<file path="src/hw/stream_fifo.sv">
// Synchronous register-array FIFO with an early-full flag.
// Read data shows the head entry combinationally, valid downstream
// is simply the inverted empty flag. afull_o is registered and sits
// high through reset, so upstream ready stays low until reset ends.
`default_nettype none

module stream_fifo #(
   parameter int WIDTH = 65,
   parameter int DEPTH = 64,
   parameter int AFULL = 30
) (
   input  wire logic             m_axi_mm2s_aclk,
   input  wire logic             rst_n_i,
   input  wire logic             wr_en_i,
   input  wire logic [WIDTH-1:0] wr_data_i,
   input  wire logic             rd_en_i,
   output logic      [WIDTH-1:0] rd_data_o,
   output logic                  empty_o,
   output logic                  afull_o
);

   localparam int PTR_W = $clog2(DEPTH);
   localparam int CNT_W = $clog2(DEPTH + 1);

   logic [WIDTH-1:0] mem [DEPTH];
   logic [PTR_W-1:0] wr_ptr;
   logic [PTR_W-1:0] rd_ptr;
   logic [CNT_W-1:0] count;
   logic [CNT_W-1:0] count_nxt;

   always_comb
   begin
      count_nxt = count;
      if (wr_en_i && !rd_en_i)
         count_nxt = count + 1'b1;
      else if (rd_en_i && !wr_en_i)
         count_nxt = count - 1'b1;
   end

   always_ff @(posedge m_axi_mm2s_aclk)
   begin
      if (!rst_n_i)
      begin
         wr_ptr  <= '0;
         rd_ptr  <= '0;
         count   <= '0;
         afull_o <= 1'b1;           // Holds off the source during reset
      end
      else
      begin
         if (wr_en_i)
            wr_ptr <= (wr_ptr == PTR_W'(DEPTH - 1)) ? '0 : wr_ptr + 1'b1;
         if (rd_en_i)
            rd_ptr <= (rd_ptr == PTR_W'(DEPTH - 1)) ? '0 : rd_ptr + 1'b1;
         count   <= count_nxt;
         afull_o <= (count_nxt >= CNT_W'(AFULL));
      end
   end

   always_ff @(posedge m_axi_mm2s_aclk)
   begin
      if (wr_en_i)
         mem[wr_ptr] <= wr_data_i;
   end

   assign rd_data_o = mem[rd_ptr];
   assign empty_o   = (count == '0);

   a_no_overflow: assert property (@(posedge m_axi_mm2s_aclk)
      disable iff (!rst_n_i) wr_en_i |-> (count != CNT_W'(DEPTH)))
      else $error("stream_fifo written while full");

   a_no_underflow: assert property (@(posedge m_axi_mm2s_aclk)
      disable iff (!rst_n_i) rd_en_i |-> !empty_o)
      else $error("stream_fifo read while empty");

endmodule

`default_nettype wire

</file>
<file path="config.mk">
export PLATFORM = sky130hd
export DESIGN_NAME = stream_fifo
export DESIGN_NICKNAME = d
export VERILOG_FILES = /design/src/hw/stream_fifo.sv
export SDC_FILE = /design/constraint.sdc
export NUM_CORES = 2
export LEC_CHECK = 0
export BUFFER_PORTS_ARGS = -buffer_cell sky130_fd_sc_hd__buf_2
export CAP_MARGIN = 20
export CORE_ASPECT_RATIO = 1.1
export CORE_UTILIZATION = 45
export CTS_CLUSTER_SIZE = 28
export DETAILED_ROUTE_END_ITERATION = 8
export GPL_TIMING_DRIVEN = 0
export SLEW_MARGIN = 20
export SYNTH_ARGS = -nofsm -noshare
export SYNTH_HDL_FRONTEND = slang
export SYNTH_MEMORY_MAX_BITS = 65536
export SYNTH_SLANG_ARGS = --single-unit
</file>
<file path="constraint.sdc">
create_clock -name m_axi_mm2s_aclk -period 8.15 [get_ports m_axi_mm2s_aclk]
set_input_delay 0.4075 -clock m_axi_mm2s_aclk [delete_from_list [all_inputs] [get_ports m_axi_mm2s_aclk]]
set_output_delay 0.4075 -clock m_axi_mm2s_aclk [all_outputs]
set_load 0.01 [all_outputs]
</file>
==> impl_metrics.tcl <==
set metrics [dict create \
    status "complete, but fails checks" \
    violations "negative hold slack" \
    regArea_um2 125000 \
    drive_gt1_frac 0.308 \
    finalClockSkew_ns 0.0545 \
    io_pins 136 \
    hold_viol_final 1 \
    netlist_area_um2 158000 \
    antenna_found_initial 36 \
    final_nets 7598 \
    dp_hpwl_um 317000 \
    cts_root_buf "clkbuf_16" \
    ys_async_sr_fraction 0 \
    clock_path_buffers 4 \
    clk_latency_ns 0.98 \
    cap_violations 0 \
    synth-seq-cells 4186 \
    path_max_fanout 11 \
    wl_per_cell_um 37.0 \
    grt_max_degree 65 \
    detail-route-antenna-nets 0 \
    yosysSeqAreaShare 0.796 \
    area_growth_pct 16.9 \
    clk_pin_slew_worst_paths_ns 0.06 \
    grt_overflow_total 0 \
    worstReg2RegEnd "mem[40][16]$_DFFE_PP_" \
    hold_end "mem[9][10]$_DFFE_PP_" \
    gp_congestion 0.815 \
    synth_top_area_frac 0.793 \
    coreArea_um2 348000 \
    vdd_drop_max_uv 186 \
    cts_tree "done" \
    avgSynthCellArea_um2 23.7 \
    viasPerCell 6.33 \
    start_kind "flip-flop" \
    worstPathArrival_ns 5.59 \
    crit_required_ns 7.74 \
    fill_cells 26200 \
    num_vias 79000 \
    grt_pass1_wl_um 634000 \
    fin_crit_sh 0.736 \
    synth_most_common_cell "edfxtp_1" \
    crit_type "reg2out" \
    final_area_um2 184000 \
    finalCriticalPeriod_ns 6.00 \
    synth_ff_type "edfxtp_1" \
    stdcell_count 12500 \
    worst_slew_pin_slew_ns 1.28 \
    hp-class "in2reg" \
    grt_setup_unrepaired "false" \
    fp.dieW_um 566 \
    synth_warnings 0 \
    ys_types 47 \
    drt_iter0_markers 11600 \
    rrSetupSlack_ns 4.34 \
    reg2reg_depth 11 \
    dp.cells 11700 \
    power.density_nw_per_um2 246 \
    timing.final.ws_setup_ns 2.15 \
    die_area_um2 353000 \
    cp-end-kind "output port" \
    fmax_mhz 167 \
    rows 227 \
    placed_cell_area_um2 171000 \
    whs_path_depth 1 \
    pre_cts_slack_ns 3.22 \
    yosys.area.top_type "edfxtp_1" \
    fin_worst_hold_slack_ns -0.00637 \
    multi_input_area_um2 30800 \
    slew_violations 0 \
    syn_inst 6646 \
    hp-start "wr_data_i[10]" \
    die_h_um 623 \
    cts.sinks 4186 \
    cts-buffers-inserted 422 \
    max_slew_margin 0.147 \
    total_power_mw 45.3 \
    start_util 0.453 \
    ctsHtreeMaxLevel 5 \
    fin_util 0.529 \
    io_buffers 135 \
    reg2reg_from "wr_ptr[3]$_SDFFE_PN0P_" \
    p_leak_nw 56.3 \
    grt_use_total 0.260 \
    drc 0 \
    grt_pass1_vias 78500 \
    synth_edf_count 4160 \
    cts_resized 0 \
    wl_um 461000 \
    synthesis.nets 6720 \
    first_pass_iters 6 \
    synth_area_leaders "edfxtp_1, mux4_2, o22ai_1" \
    setup_viol 0 \
    synthTopCellsByCount "edfxtp_1, mux4_2, o22ai_1" \
    tns_ns 0 \
]
-- layout by cell type, fill, tap and decap left out, types with 18 or more instances in the layout --
cell type  synthesis  layout
a21oi_1           69      68
buf_12             0     174
buf_16             0      70
buf_2            155     263
buf_4             77     149
buf_6             13      26
bufinv_16          0      28
clkbuf_1         121     200
clkbuf_16          0     424
clkbuf_2           0      18
clkinv_1           1      90
clkinv_2           0      94
dfxtp_1           26      26
diode_2            0      25
edfxtp_1        4160    4160
mux2i_1           85      85
mux4_2          1034    1034
nand2_1           35      34
nand2b_1          20      20
nor2_1           142      83
nor2_4             0      59
nor4_1            59      37
nor4_2             0      22
o221ai_1         124     124
o22a_1            61      61
o22ai_1          307     307
-- registers in the layout, summed over array words and instances (netlist names), named ones only --
| signal | cells |
|---|---|
| count | 7 |
| mem | 4160 |
| rd_ptr | 6 |
| afull_o | 1 |
| wr_ptr | 6 |
-- worst max-delay path, stage by stage, from the launching register on --
cell	delay (ns)
dfxtp_1	0.46
buf_4	0.28
buf_2	0.82
nand2_1	0.75
clkbuf_2	0.58
clkbuf_1	0.59
o22ai_1	0.38
nor2_1	0.12
o22a_1	0.35
buf_2	0.21
-- where the power goes --
part | leakage [nW] | total, mW | internal (mW) | switching [mW]
clock network | 6.51 | 18.8 | 10.5 | 8.26
logic | 12.2 | 2.75 | 1.05 | 1.70
registers | 37.6 | 23.8 | 23.7 | 0.0216
total | 56.3 | 45.3 | 35.3 | 9.98
-- metal layers --
metal / global-route usage / up-vias / part of all wire
li1: - / 30800 / -
met2: 0.409 / 4399 / 0.47
met3: 0.0465 / 868 / 0.092
met5: 0 / - / 0.000059
met4: 0.109 / 4 / 0.048
met1: 0.362 / 42900 / 0.39
-- cells by family (layout without fill, tap and decap cells) --
logic type,Yosys count,count (layout),share of synthesized area
compound gates,602,602,0.0264
xor+xnor,14,14,0.000778
fa+ha+maj,5,5,0.000397
buf+inv,384,1611,0.0128
flops,4186,4186,0.796
mux,1122,1122,0.153
other cells,0,25,0
simple gates,333,333,0.0104
-- worst max-delay path by stage --
stage                     startpoint                     to  slack [ns]  cells after the start
after floorplan              wr_en_i   mem[40][0]$_DFFE_PP_        2.07                      4
after global placement       wr_en_i  mem[48][27]$_DFFE_PP_       -6.14                      5
after detailed placement   flip-flop          rd_data_o[31]        3.22                      9
after CTS                  flip-flop          rd_data_o[29]        2.20                      9
after global routing       flip-flop          rd_data_o[28]        2.21                      9
final                      flip-flop          rd_data_o[29]        2.15                      9
-- timing repair --
item,4_1_cts,5_1_grt
hold buffers,6,11
hold endpoints to repair,38,163
endpoints found under the setup margin,0,0
buffers inserted,0,0
-- area by class of cell --
type	instances	share of cell area
clock inverters	247	0.0124
flip-flops and latches	4186	0.681
inverters	4	0.000109
repair buffers	454	0.0371
multi-input cells	2076	0.167
diodes	25	0.000340
well taps	4580	0.0311
clock buffers	526	0.0600
plain buffers	380	0.0110
No activity file was read; power rests on OpenSTA's default activity.
