`src/hw/cipher_stream_pkg.sv`:
```
// Types and constants shared by the streaming XTEA engine.
// Covers the stream beats, the status word layout and the pipeline
// and FIFO sizing. Import it by wildcard in the module header.
`default_nettype none

package cipher_stream_pkg;

   localparam int DATA_W = 64;

   // One beat on the data streams
   typedef struct packed {
      logic [DATA_W-1:0] data;
      logic              last;
   } beat_t;

   // Header layout of the first status word
   typedef struct packed {
      logic [3:0]  tag;
      logic [11:0] rsvd;
      logic [15:0] count;       // Beats in the finished packet
   } sts_hdr_t;

   typedef union packed {
      logic [31:0] raw;
      sts_hdr_t    fld;
   } sts_word_u;

   typedef struct packed {
      sts_word_u word;
      logic      last;
   } sts_beat_t;

   localparam logic [3:0]  STS_TAG     = 4'd5;
   localparam int          STS_WORDS   = 6;
   localparam logic [31:0] XTEA_DELTA  = 32'h9E37_79B9;
   localparam int          PIPE_STAGES = 32;

   localparam int DATA_FIFO_DEPTH = 64;
   localparam int DATA_FIFO_AFULL = DATA_FIFO_DEPTH - PIPE_STAGES - 2; // Room for beats in flight
   localparam int STS_FIFO_DEPTH  = 16;
   localparam int STS_FIFO_AFULL  = STS_FIFO_DEPTH - STS_WORDS;

endpackage

`default_nettype wire
```
`src/hw/status_gen.sv`:
```
// Status packet generator for the output stream.
// Counts beats leaving the engine and, when a packet's last beat
// moves, queues STS_WORDS status words for the status FIFO. Header
// carries STS_TAG and the beat count, the rest are zero and the final
// word has last set. pkt_done_o pulses as that final word is written.
`default_nettype none

module status_gen
   import cipher_stream_pkg::*;
(
   input  wire logic m_axi_mm2s_aclk,
   input  wire logic rst_n_i,
   input  wire logic beat_done_i,
   input  wire logic beat_last_i,
   input  wire logic sts_afull_i,
   output logic      sts_wr_o,
   output sts_beat_t sts_beat_o,
   output logic      pkt_done_o
);

   localparam int WCNT_W = $clog2(STS_WORDS + 1);

   logic [15:0]       beat_cnt;    // Beats of the packet in progress
   logic [15:0]       pkt_len;     // Length of the packet being reported
   logic [WCNT_W-1:0] words_left;
   sts_word_u         hdr;

   always_ff @(posedge m_axi_mm2s_aclk)
   begin
      if (!rst_n_i)
         beat_cnt <= '0;
      else if (beat_done_i)
         beat_cnt <= beat_last_i ? '0 : beat_cnt + 16'd1;
   end

   always_ff @(posedge m_axi_mm2s_aclk)
   begin
      if (beat_done_i && beat_last_i)
         pkt_len <= beat_cnt + 16'd1;
   end

   always_ff @(posedge m_axi_mm2s_aclk)
   begin
      if (!rst_n_i)
         words_left <= '0;
      else if (beat_done_i && beat_last_i)
         words_left <= WCNT_W'(STS_WORDS);
      else if (sts_wr_o)
         words_left <= words_left - 1'b1;
   end

   always_comb
   begin
      hdr           = '0;
      hdr.fld.tag   = STS_TAG;
      hdr.fld.count = pkt_len;
   end

   assign sts_wr_o = (words_left != '0) && !sts_afull_i;

   always_comb
   begin
      sts_beat_o.word = '0;
      if (words_left == WCNT_W'(STS_WORDS))
         sts_beat_o.word = hdr;                      // First word out
      sts_beat_o.last = (words_left == WCNT_W'(1));
   end

   assign pkt_done_o = sts_wr_o && sts_beat_o.last;

   // A new packet may only end once the previous status is out or leaving now
   a_no_overlap: assert property (@(posedge m_axi_mm2s_aclk)
      disable iff (!rst_n_i)
      (beat_done_i && beat_last_i) |-> (words_left == '0) || pkt_done_o)
      else $error("status_gen packet ended with status words still pending");

endmodule

`default_nettype wire

```
`config.mk`:
```
export PLATFORM = sky130hd
export DESIGN_NAME = status_gen
export DESIGN_NICKNAME = d
export VERILOG_FILES = /design/src/hw/cipher_stream_pkg.sv /design/src/hw/status_gen.sv
export SDC_FILE = /design/constraint.sdc
export NUM_CORES = 1
export LEC_CHECK = 0
export ABC_AREA = 1
export BUFFER_PORTS_ARGS = -buffer_cell sky130_fd_sc_hd__buf_4
export CAP_MARGIN = 40
export CELL_PAD_IN_SITES_DETAIL_PLACEMENT = 1
export CELL_PAD_IN_SITES_GLOBAL_PLACEMENT = 1
export CORE_MARGIN = 2
export CORE_UTILIZATION = 40
export CTS_BUF_LIST = sky130_fd_sc_hd__clkbuf_8
export DETAILED_ROUTE_END_ITERATION = 10
export GPL_TIMING_DRIVEN = 1
export PLACE_DENSITY_LB_ADDON = 0.25
export SKIP_LAST_GASP = 1
export SYNTH_ARGS = -nofsm -noshare
export SYNTH_HDL_FRONTEND = slang
export SYNTH_SLANG_ARGS = --single-unit
```
`constraint.sdc`:
```
create_clock -name m_axi_mm2s_aclk -period 4.8 [get_ports m_axi_mm2s_aclk]
set_clock_uncertainty 0.1 [all_clocks]
set_input_delay 0.48 -clock m_axi_mm2s_aclk [delete_from_list [all_inputs] [get_ports m_axi_mm2s_aclk]]
set_output_delay 0.48 -clock m_axi_mm2s_aclk [all_outputs]
set_load 0.01 [all_outputs]
```
==> metrics.cfg <==
[critical_path]
rr_startpoint=beat_cnt[0]
worst_path_max_delay_cell=nand2_1
path_cells=inv_1 -> ha_1 -> nand2_1 -> inv_1 -> buf_4
start_kind=flop
r2r_cells=7
critPathMaxStageDelay_ns=0.44
end_kind=output pin
critPathArrivalTime_ns=1.66
crit_top_cell=inv_1
ff2ff_setup_slack_ns=3.12
critPathKind=flop to output pin
r2r-end=pkt_len[10]
crit_required_ns=4.22
crit_fanout=17
crit_start=words_left[0]

[synth]
synth_area_leaders=edfxtp_1 24%, dfxtp_1 19%, nand2_1 9.4%, buf_4 6.0%, inv_1 6.0%
synth_common_cells=50 x nand2_1, 32 x inv_1, 25 x nor2_1
yosysWarnings=0
async_flop_share_pct=0
ys_seq_area_share_pct=43.2
synth.avg_cell_area_sq_um=8.34
synth_enable_flop_cells=16
yosysUniqueCellTypes=30
synth_seq_cells=35
syn_area_sq_um=1990
yosysTopAreaCellShare_pct=24.1
netlist_instances=239
yosys.area.top_type=edfxtp_1
ys.flop_type=dfxtp_1
synth_most_common_cell=nand2_1

[global_routing]
grtUsageTotal_pct=16.5
use_met3_pct=3.61
gr-usage-met2_pct=28.5
grt_pass1_wl_microns=6840
grt_max_degree=18
antenna_found_initial=0
grt_pass1_vias=1472
met1_usage_pct=20.1
busiest_layer=met2
grt_remaining_overflow=0

[cts]
clk_path_buf_depth=2
hold_buffers=0
clock-sinks=35
root_buffer=clkbuf_8
cts.clk_slew.worst_paths_ns=0.07
cts-buffers-inserted=5
clock_latency_ns=0.29
tritoncts=yes
cts_resized=0
post_cts_buffers=0
htree_levels=2

[power_and_ir_drop]
cellPowerDensity_nw_per_um2=258
clock_power_share_pct=35.0
power_frac_seq_pct=55.2
combPwrFrac_pct=9.9
swShare_pct=25.8
worst_ir_drop_vdd_mv=0.157
p_int_mw=0.434
leakage_nw=0.946
power_switching_mw=0.151

[placement]
io_buffers=25
finalWeightedCongestion=0.748
dp_cells=325
hpwl_microns=2980

[drt]
antenna_left=0
drc=0
drtPass1Iterations=4
initialDrtViolationCount=52
totalWireLength_microns=4050
wl_per_cell_microns=12.2
vias=1473
vias_per_cell=4.42

[floorplanning]
die_x_microns=74.6
placement_rows=25
io_pins=40
die_h_microns=74.6
die_area_sq_um=5570
start_util_pct=41.9
coreArea_sq_um=4750

[finish]
nets=275
num_antenna_cells=0
area_growth_pct=13.6
stdcell_count=333
final_util_pct=47.6
drive_above_1_share_pct=25.2

[sta]
hold_viol_final=0
max_freq_mhz=446
rsz0062_at_grt=no
setup-tns-final_ns=0
relSlewSlack_pct=54.4
min_period_ns=2.24
setup_viol=0
tightest_slew_ns=0.683
finalCritPeriodShare_pct=46.7
slew_viol_final=0

[worst_hold_path]
worstHoldStart=rst_n_i
hold-path-cell-count=3
hold-path-endpoint=words_left[0]
hold_class=primary input to flop

[job]
maxCapViolCount=0

[run_status]
run_status=complete, no violations

cell families (layout without fill, tap and decap cells):
logic type / Yosys count / count (layout) / share of synthesized area (%)
simple gates: 112 / 112 / 27.8
buf+inv: 54 / 68 / 13.2
flops: 35 / 35 / 43.2
compound gates: 24 / 24 / 7.53
xor+xnor: 8 / 8 / 5.02
fa+ha+maj: 5 / 5 / 3.14
other cells: 1 / 14 / 0.188
critical path, delay by kind of cell, from the launching register on:
family | cells | cell delay (ns)
and+or+nand+nor | 1 | 0.44
DFF | 1 | 0.36
buffers and inverters | 3 | 0.38
adders and majority gates | 1 | 0.20
how the worst max path moves through the flow:
stage	to	slack [ns]
6_report	sts_beat_o[29]	2.56
5_1_grt	sts_beat_o[29]	2.33
4_1_cts	sts_beat_o[29]	2.50
3_5_place_dp	sts_beat_o[29]	2.82
3_3_place_gp	sts_beat_o[29]	2.87
2_1_floorplan	sts_beat_o[31]	2.88
cell type report:
class	count	area [sq um]
clock buffer	5	68.8
sequential	35	861
timing repair buffer	25	188
inverter	35	131
tap	67	83.8
multi-input combinational	163	920
clock inverter	3	12.5
fill	599	2490
layout by cell type (no fill, tap or decap), drive strengths merged:
cell type	n
dfxtp	19
nand3b	2
xor2	3
xnor2	5
clkbuf	5
clkinv	3
nor2	34
edfxtp	16
ha	5
a21oi	20
and2	3
nand2	62
o21ai	4
buf	25
conb	14
nand4	2
nand3	8
inv	35
nor3	1
registers in the layout, summed over array words and instances (netlist names):
name and cells:
beat_cnt 16, pkt_len 16, words_left 3
power groups by stage:
stage               clock [mW]  sequential (mW)  combinational, mW
floorplan                    0            0.328             0.0474
global placement             0            0.329             0.0570
detailed placement           0            0.330             0.0586
CTS                      0.210            0.323             0.0587
global route             0.221            0.324             0.0669
finish                   0.205            0.323             0.0576
routing by layer:
metal	wire (microns)	vias up
met5	0	-
met4	70	0
met3	145	6
met2	1990	32
met1	1850	677
li1	-	758
through the flow:
stage	power [mW]	cell area (sq um)	hold WS, ns	worst slack, ns
finish	0.585	2260	0.370	2.56
global route	0.612	2260	0.387	2.33
CTS	0.591	2260	0.372	2.50
detailed placement	0.388	2180	0.386	2.82
global placement	0.386	2180	0.369	2.87
floorplan	0.376	2040	0.355	2.88
No activity file was read; power rests on OpenSTA's default activity.
