--- src/hw/cipher_regs_pkg.sv ---
// Register map of the engine's strobe-style register port.
// Holds the addresses and the key type handed to the cipher pipeline.
// Key word 0 is k[0] of the XTEA schedule.
`default_nettype none

package cipher_regs_pkg;

   localparam int REG_ADDR_W = 3;

   // Key words, index 0 to 3 as in the XTEA key schedule
   typedef logic [3:0][31:0] key_t;

   localparam logic [REG_ADDR_W-1:0] REG_KEY0      = 3'd0;
   localparam logic [REG_ADDR_W-1:0] REG_KEY1      = 3'd1;
   localparam logic [REG_ADDR_W-1:0] REG_KEY2      = 3'd2;
   localparam logic [REG_ADDR_W-1:0] REG_KEY3      = 3'd3;
   localparam logic [REG_ADDR_W-1:0] REG_PKT_COUNT = 3'd4; // Read only

endpackage

`default_nettype wire

--- src/hw/cipher_regs.sv ---
// Key and packet counter registers behind a simple strobe port.
// A write lands on the edge where reg_wr_i is high. Reads are
// combinational on reg_addr_i, unmapped addresses read as zero.
// The key should only change while no beats are in flight.
`default_nettype none

module cipher_regs
   import cipher_regs_pkg::*;
(
   input  wire logic                  m_axi_mm2s_aclk,
   input  wire logic                  rst_n_i,
   input  wire logic                  reg_wr_i,
   input  wire logic [REG_ADDR_W-1:0] reg_addr_i,
   input  wire logic [31:0]           reg_wdata_i,
   output logic      [31:0]           reg_rdata_o,
   input  wire logic                  pkt_done_i,
   output key_t                       key_o
);

   key_t        key_q;
   logic [31:0] pkt_count;

   always_ff @(posedge m_axi_mm2s_aclk)
   begin
      if (!rst_n_i)
      begin
         key_q <= '0;
      end
      else if (reg_wr_i)
      begin
         case (reg_addr_i)
            REG_KEY0: key_q[0] <= reg_wdata_i;
            REG_KEY1: key_q[1] <= reg_wdata_i;
            REG_KEY2: key_q[2] <= reg_wdata_i;
            REG_KEY3: key_q[3] <= reg_wdata_i;
            default: ;                 // Count is not writable
         endcase
      end
   end

   // Finished packets, one pulse per status packet
   always_ff @(posedge m_axi_mm2s_aclk)
   begin
      if (!rst_n_i)
         pkt_count <= '0;
      else if (pkt_done_i)
         pkt_count <= pkt_count + 32'd1;
   end

   always_comb
   begin
      case (reg_addr_i)
         REG_KEY0:      reg_rdata_o = key_q[0];
         REG_KEY1:      reg_rdata_o = key_q[1];
         REG_KEY2:      reg_rdata_o = key_q[2];
         REG_KEY3:      reg_rdata_o = key_q[3];
         REG_PKT_COUNT: reg_rdata_o = pkt_count;
         default:       reg_rdata_o = '0;
      endcase
   end

   assign key_o = key_q;

endmodule

`default_nettype wire

--- config.mk ---
export PLATFORM = sky130hd
export DESIGN_NAME = cipher_regs
export DESIGN_NICKNAME = d
export VERILOG_FILES = /design/src/hw/cipher_regs_pkg.sv /design/src/hw/cipher_regs.sv
export SDC_FILE = /design/constraint.sdc
export NUM_CORES = 1
export LEC_CHECK = 0
export ABC_AREA = 1
export BUFFER_PORTS_ARGS = -buffer_cell sky130_fd_sc_hd__buf_2
export CAP_MARGIN = 20
export CORE_ASPECT_RATIO = 1.5
export CORE_MARGIN = 2
export CORE_UTILIZATION = 45
export CTS_CLUSTER_DIAMETER = 30
export DETAILED_ROUTE_END_ITERATION = 16
export PLACE_DENSITY = 0.71
export SYNTH_ARGS = -nofsm -noshare
export SYNTH_HDL_FRONTEND = slang
export SYNTH_SLANG_ARGS = --single-unit
--- constraint.sdc ---
create_clock -name m_axi_mm2s_aclk -period 3.05 [get_ports m_axi_mm2s_aclk]
set_clock_uncertainty 0.15 [all_clocks]
set_input_delay 0.305 -clock m_axi_mm2s_aclk [delete_from_list [all_inputs] [get_ports m_axi_mm2s_aclk]]
set_output_delay 0.305 -clock m_axi_mm2s_aclk [all_outputs]
set_load 0.1 [all_outputs]
==> run_summary.xml <==
<?xml version="1.0" encoding="UTF-8"?>
<metrics>
  <group name="grt">
    <metric name="grt_util_all_layers" unit="%">29.2</metric>
    <metric name="grt_start_max_net_pins" unit="">82</metric>
    <metric name="grt_antenna_before_repair" unit="">1</metric>
    <metric name="global_route_wire_length_before_repair" unit="mm">39.7</metric>
    <metric name="overflow" unit="">0</metric>
    <metric name="grt_pass1_vias" unit="">7691</metric>
  </group>
  <group name="yosys">
    <metric name="mappedNetlistNets" unit="">1113</metric>
    <metric name="number_of_flops_mapped_to_enable_cells_by_yosys" unit="">0</metric>
    <metric name="ys_async_sr_fraction" unit="%">0</metric>
    <metric name="synth_sequential_area_ratio" unit="%">43.8</metric>
    <metric name="post_synth_inst_count" unit="">1073</metric>
    <metric name="syn-mean-instance-area" unit="um^2">6.82</metric>
    <metric name="synth_top_flop_cell" unit="">dfxtp_1</metric>
    <metric name="ys.warnings.count" unit="">0</metric>
    <metric name="synth.cell_area" unit="mm^2">0.00732</metric>
    <metric name="synth_seq_cells" unit="">160</metric>
    <metric name="synth_cell_types" unit="">26</metric>
  </group>
  <group name="sta">
    <metric name="final_critical_path_setup_slack" unit="ns">0.638</metric>
    <metric name="finalCritPeriodShare" unit="%">79.1</metric>
    <metric name="drv_slew" unit="">0</metric>
    <metric name="worst_slew_margin_rel" unit="%">47.4</metric>
    <metric name="grt_setup_unrepaired" unit="">false</metric>
    <metric name="clock.fmax" unit="MHz">415</metric>
    <metric name="finalSetupViolations" unit="">0</metric>
    <metric name="report.final.hold_viol_count" unit="">0</metric>
    <metric name="tns" unit="ns">0</metric>
    <metric name="final.min_clock_period" unit="ns">2.41</metric>
    <metric name="pin_slew_with_the_least_headroom_to_its_limit" unit="ns">0.789</metric>
  </group>
  <group name="critical_path">
    <metric name="timing.critical_path.cells" unit="">buf_2 -&gt; inv_2 -&gt; nand3_1 -&gt; buf_12 -&gt; o22ai_1 -&gt; inv_1 -&gt; nand4_1 -&gt; buf_12</metric>
    <metric name="rr_worst_depth" unit="">8</metric>
    <metric name="crit_path_max_incr_delay" unit="ns">0.48</metric>
    <metric name="worst_path_dominant_cell_family" unit="">buffers and inverters</metric>
    <metric name="cp.arrival" unit="ns">1.96</metric>
    <metric name="start_kind" unit="">input pin</metric>
    <metric name="reg2reg_from" unit="">pkt_count[0]</metric>
    <metric name="worstPathRequired" unit="ns">2.59</metric>
    <metric name="crit_path_top_delay_cell" unit="">nand3_1</metric>
    <metric name="reg2reg_slack" unit="ns">1.20</metric>
    <metric name="timing_worst_setup_path_type" unit="">input pin to output pin</metric>
    <metric name="path_common_cell" unit="">buf_12</metric>
    <metric name="critical_path_peak_fanout" unit="">15</metric>
    <metric name="crit-reg2reg-capture" unit="">pkt_count[14]</metric>
    <metric name="worstPathBufferInverterCount" unit="">5</metric>
    <metric name="endpoint_kind" unit="">output pin</metric>
  </group>
  <group name="finish">
    <metric name="area_delta_synth_final" unit="%">29.6</metric>
    <metric name="drive_above_1_share" unit="%">21.3</metric>
    <metric name="nets" unit="">1286</metric>
    <metric name="fillerInstances" unit="">1522</metric>
    <metric name="area_of_the_multi_input_gates" unit="mm^2">0.00337</metric>
    <metric name="design_area" unit="mm^2">0.00948</metric>
    <metric name="fin_util" unit="%">59.1</metric>
    <metric name="regArea" unit="mm^2">0.00320</metric>
  </group>
  <group name="clock_network">
    <metric name="cts.sink_count" unit="">160</metric>
    <metric name="clk_transition_reported_paths" unit="ns">0.07</metric>
    <metric name="number_of_resized_instances_in_the_post_cts_repair_step" unit="">0</metric>
    <metric name="number_of_buffers_inserted_for_hold_repair_after_clock_tree_synthesis" unit="">0</metric>
    <metric name="tritoncts" unit="">yes</metric>
    <metric name="clk_latency" unit="ns">0.42</metric>
    <metric name="cts_max_path_buffers" unit="">2</metric>
    <metric name="cts_setup_buffers" unit="">0</metric>
    <metric name="numCtsBuffers" unit="">17</metric>
    <metric name="clockRootBuffer" unit="">clkbuf_16</metric>
    <metric name="cts_htree_levels" unit="">4</metric>
  </group>
  <group name="die">
    <metric name="std_cell_rows" unit="">57</metric>
    <metric name="fp.coreArea" unit="mm^2">0.0160</metric>
    <metric name="boundaryPins" unit="">199</metric>
    <metric name="die_h" unit="um">160</metric>
    <metric name="die_span_x" unit="um">108</metric>
    <metric name="floorplan.initialDensity" unit="%">45.6</metric>
    <metric name="full_die_area" unit="mm^2">0.0173</metric>
  </group>
  <group name="pwr">
    <metric name="p_int" unit="mW">3.37</metric>
    <metric name="share_seq_of_total_power" unit="%">43.9</metric>
    <metric name="p_leak" unit="nW">3.74</metric>
    <metric name="swShare" unit="%">32.0</metric>
    <metric name="pwr-share-comb" unit="%">16.2</metric>
    <metric name="power_density" unit="mW/mm^2">523</metric>
    <metric name="share_of_power_burned_in_the_clock_network" unit="%">39.9</metric>
    <metric name="power.switching" unit="mW">1.59</metric>
    <metric name="max-vdd-ir-drop" unit="V">0.000352</metric>
    <metric name="report.power.total" unit="mW">4.96</metric>
  </group>
  <group name="routing">
    <metric name="firstDrtPassIters" unit="">5</metric>
    <metric name="detail_route.vias_per_cell" unit="">5.49</metric>
    <metric name="detailroute.via_count" unit="">8055</metric>
    <metric name="drc_errors" unit="">0</metric>
    <metric name="total_length_of_routed_wires" unit="mm">25.1</metric>
    <metric name="drt.antenna.violating_nets" unit="">0</metric>
    <metric name="drt_first_iter_violations" unit="">711</metric>
    <metric name="post_drt_wl_per_cell" unit="um">17.1</metric>
  </group>
  <group name="worst_hold_path">
    <metric name="timing.hold.worst_endpoint" unit="">key_o[22]</metric>
    <metric name="whs_path_depth" unit="">3</metric>
    <metric name="hold_path.startpoint" unit="">reg_wdata_i[22]</metric>
    <metric name="worstHoldPathType" unit="">input pin to flop</metric>
  </group>
  <group name="placement">
    <metric name="globalplace.congestion" unit="">0.941</metric>
    <metric name="dpl_worst_slack" unit="ns">0.662</metric>
    <metric name="postPlaceCellArea" unit="mm^2">0.00893</metric>
    <metric name="io_buffer_count" unit="">198</metric>
    <metric name="hpwl" unit="mm">17.5</metric>
  </group>
  <group name="outcome">
    <metric name="run_status" unit="">complete, no violations</metric>
  </group>
  <group name="flow_run">
    <metric name="max_cap_viol_count" unit="">0</metric>
  </group>
</metrics>
==> flip-flops by register name, summed over array words and instances (netlist names) <==
name	flops
key_o	128
pkt_count	32
==> layer usage <==
metal | global-route usage (%) | share of wire [%] | vias to the layer above
met5 | 0 | 0 | -
met4 | 13.5 | 3.2 | 0
met3 | 5.35 | 7.0 | 61
met2 | 48.8 | 50 | 357
met1 | 35.9 | 40 | 3776
li1 | - | - | 3861
==> placed cells by master, fill, tap and decap left out, drive strengths merged <==
cell type / netlist / layout
dfxtp: 160 / 160
nor2: 134 / 134
nand2: 235 / 235
ha: 1 / 1
clkinvlp: 0 / 4
clkinv: 0 / 3
nand3: 88 / 88
inv: 113 / 118
diode: 0 / 1
a211oi: 1 / 1
o21ai: 70 / 70
nor3: 21 / 21
and2: 1 / 1
o22ai: 32 / 32
clkbuf: 31 / 20
xor2: 1 / 1
buf: 35 / 220
nand4: 37 / 37
a21oi: 113 / 113
==> final cells by class <==
type / instances / share of cell area, %
clock buffer: 20 / 4.71
inverter: 113 / 4.47
antenna: 1 / 0.0264
tap: 206 / 2.72
timing repair buffer: 220 / 17.7
multi-input combinational: 734 / 35.6
clock inverter: 12 / 1.06
sequential: 160 / 33.8
==> cells by family after synthesis <==
| kind of cell | count (synthesis) | synth area share [%] |
|---|---|---|
| buf+inv | 179 | 10.3 |
| compound gates | 216 | 15.4 |
| fa+ha+maj | 1 | 0.171 |
| simple gates | 516 | 30.3 |
| flops | 160 | 43.8 |
| xor+xnor | 1 | 0.120 |
==> worst max-delay path by stage <==
stage	slack, ns	cells past startpoint	startpoint	end
detailed placement	0.66	8	reg_addr_i[0]	reg_rdata_o[25]
finish	0.64	8	reg_addr_i[0]	reg_rdata_o[25]
global placement	0.69	8	reg_addr_i[0]	reg_rdata_o[2]
global route	0.53	8	reg_addr_i[0]	reg_rdata_o[25]
CTS	0.66	8	reg_addr_i[0]	reg_rdata_o[25]
floorplan	0.60	4	key_o[101]	reg_rdata_o[5]
==> worst register-to-register path, cell delays in order, from the launching register on <==
cell,delay [ns]
dfxtp_1,0.37
ha_1,0.20
nand3_1,0.14
nor2_1,0.15
nand2_1,0.11
nor2_1,0.32
nand3_1,0.13
nand2_1,0.09
nor2_1,0.04
==> power groups by stage <==
stage	Sequential (mW)	Combinational [mW]	Clock, mW
CTS	2.18	0.799	2.01
detailed placement	2.23	0.798	0
floorplan	2.56	0.254	0
global route	2.18	0.839	2.08
finish	2.18	0.802	1.98
global placement	2.22	0.794	0
==> Yosys cell counts (2+ instances only) <==
| cell | number | share of area [%] |
|---|---|---|
| inv_1 | 108 | 5.5 |
| dfxtp_1 | 160 | 44 |
| clkbuf_1 | 31 | 1.6 |
| o22ai_1 | 32 | 2.7 |
| a21oi_1 | 113 | 7.7 |
| nor3_1 | 19 | 1.3 |
| nor2_2 | 6 | 0.51 |
| buf_1 | 3 | 0.15 |
| buf_4 | 9 | 0.92 |
| inv_2 | 5 | 0.26 |
| buf_2 | 20 | 1.4 |
| nand4_1 | 37 | 3.2 |
| nand3_1 | 87 | 5.9 |
| nand2_1 | 233 | 12 |
| nor2_1 | 127 | 6.5 |
| buf_6 | 3 | 0.46 |
| nand2_2 | 2 | 0.17 |
| o21ai_0 | 70 | 4.8 |
==> through the flow <==
step	instances	hold slack (ns)
after global routing	1466	0.0285
after detailed placement	1433	0.313
after global placement	1433	0.305
after CTS	1465	0.0181
after floorplan	1073	0.304
final	1466	0.0356
Power figures use the tool's default switching activity.
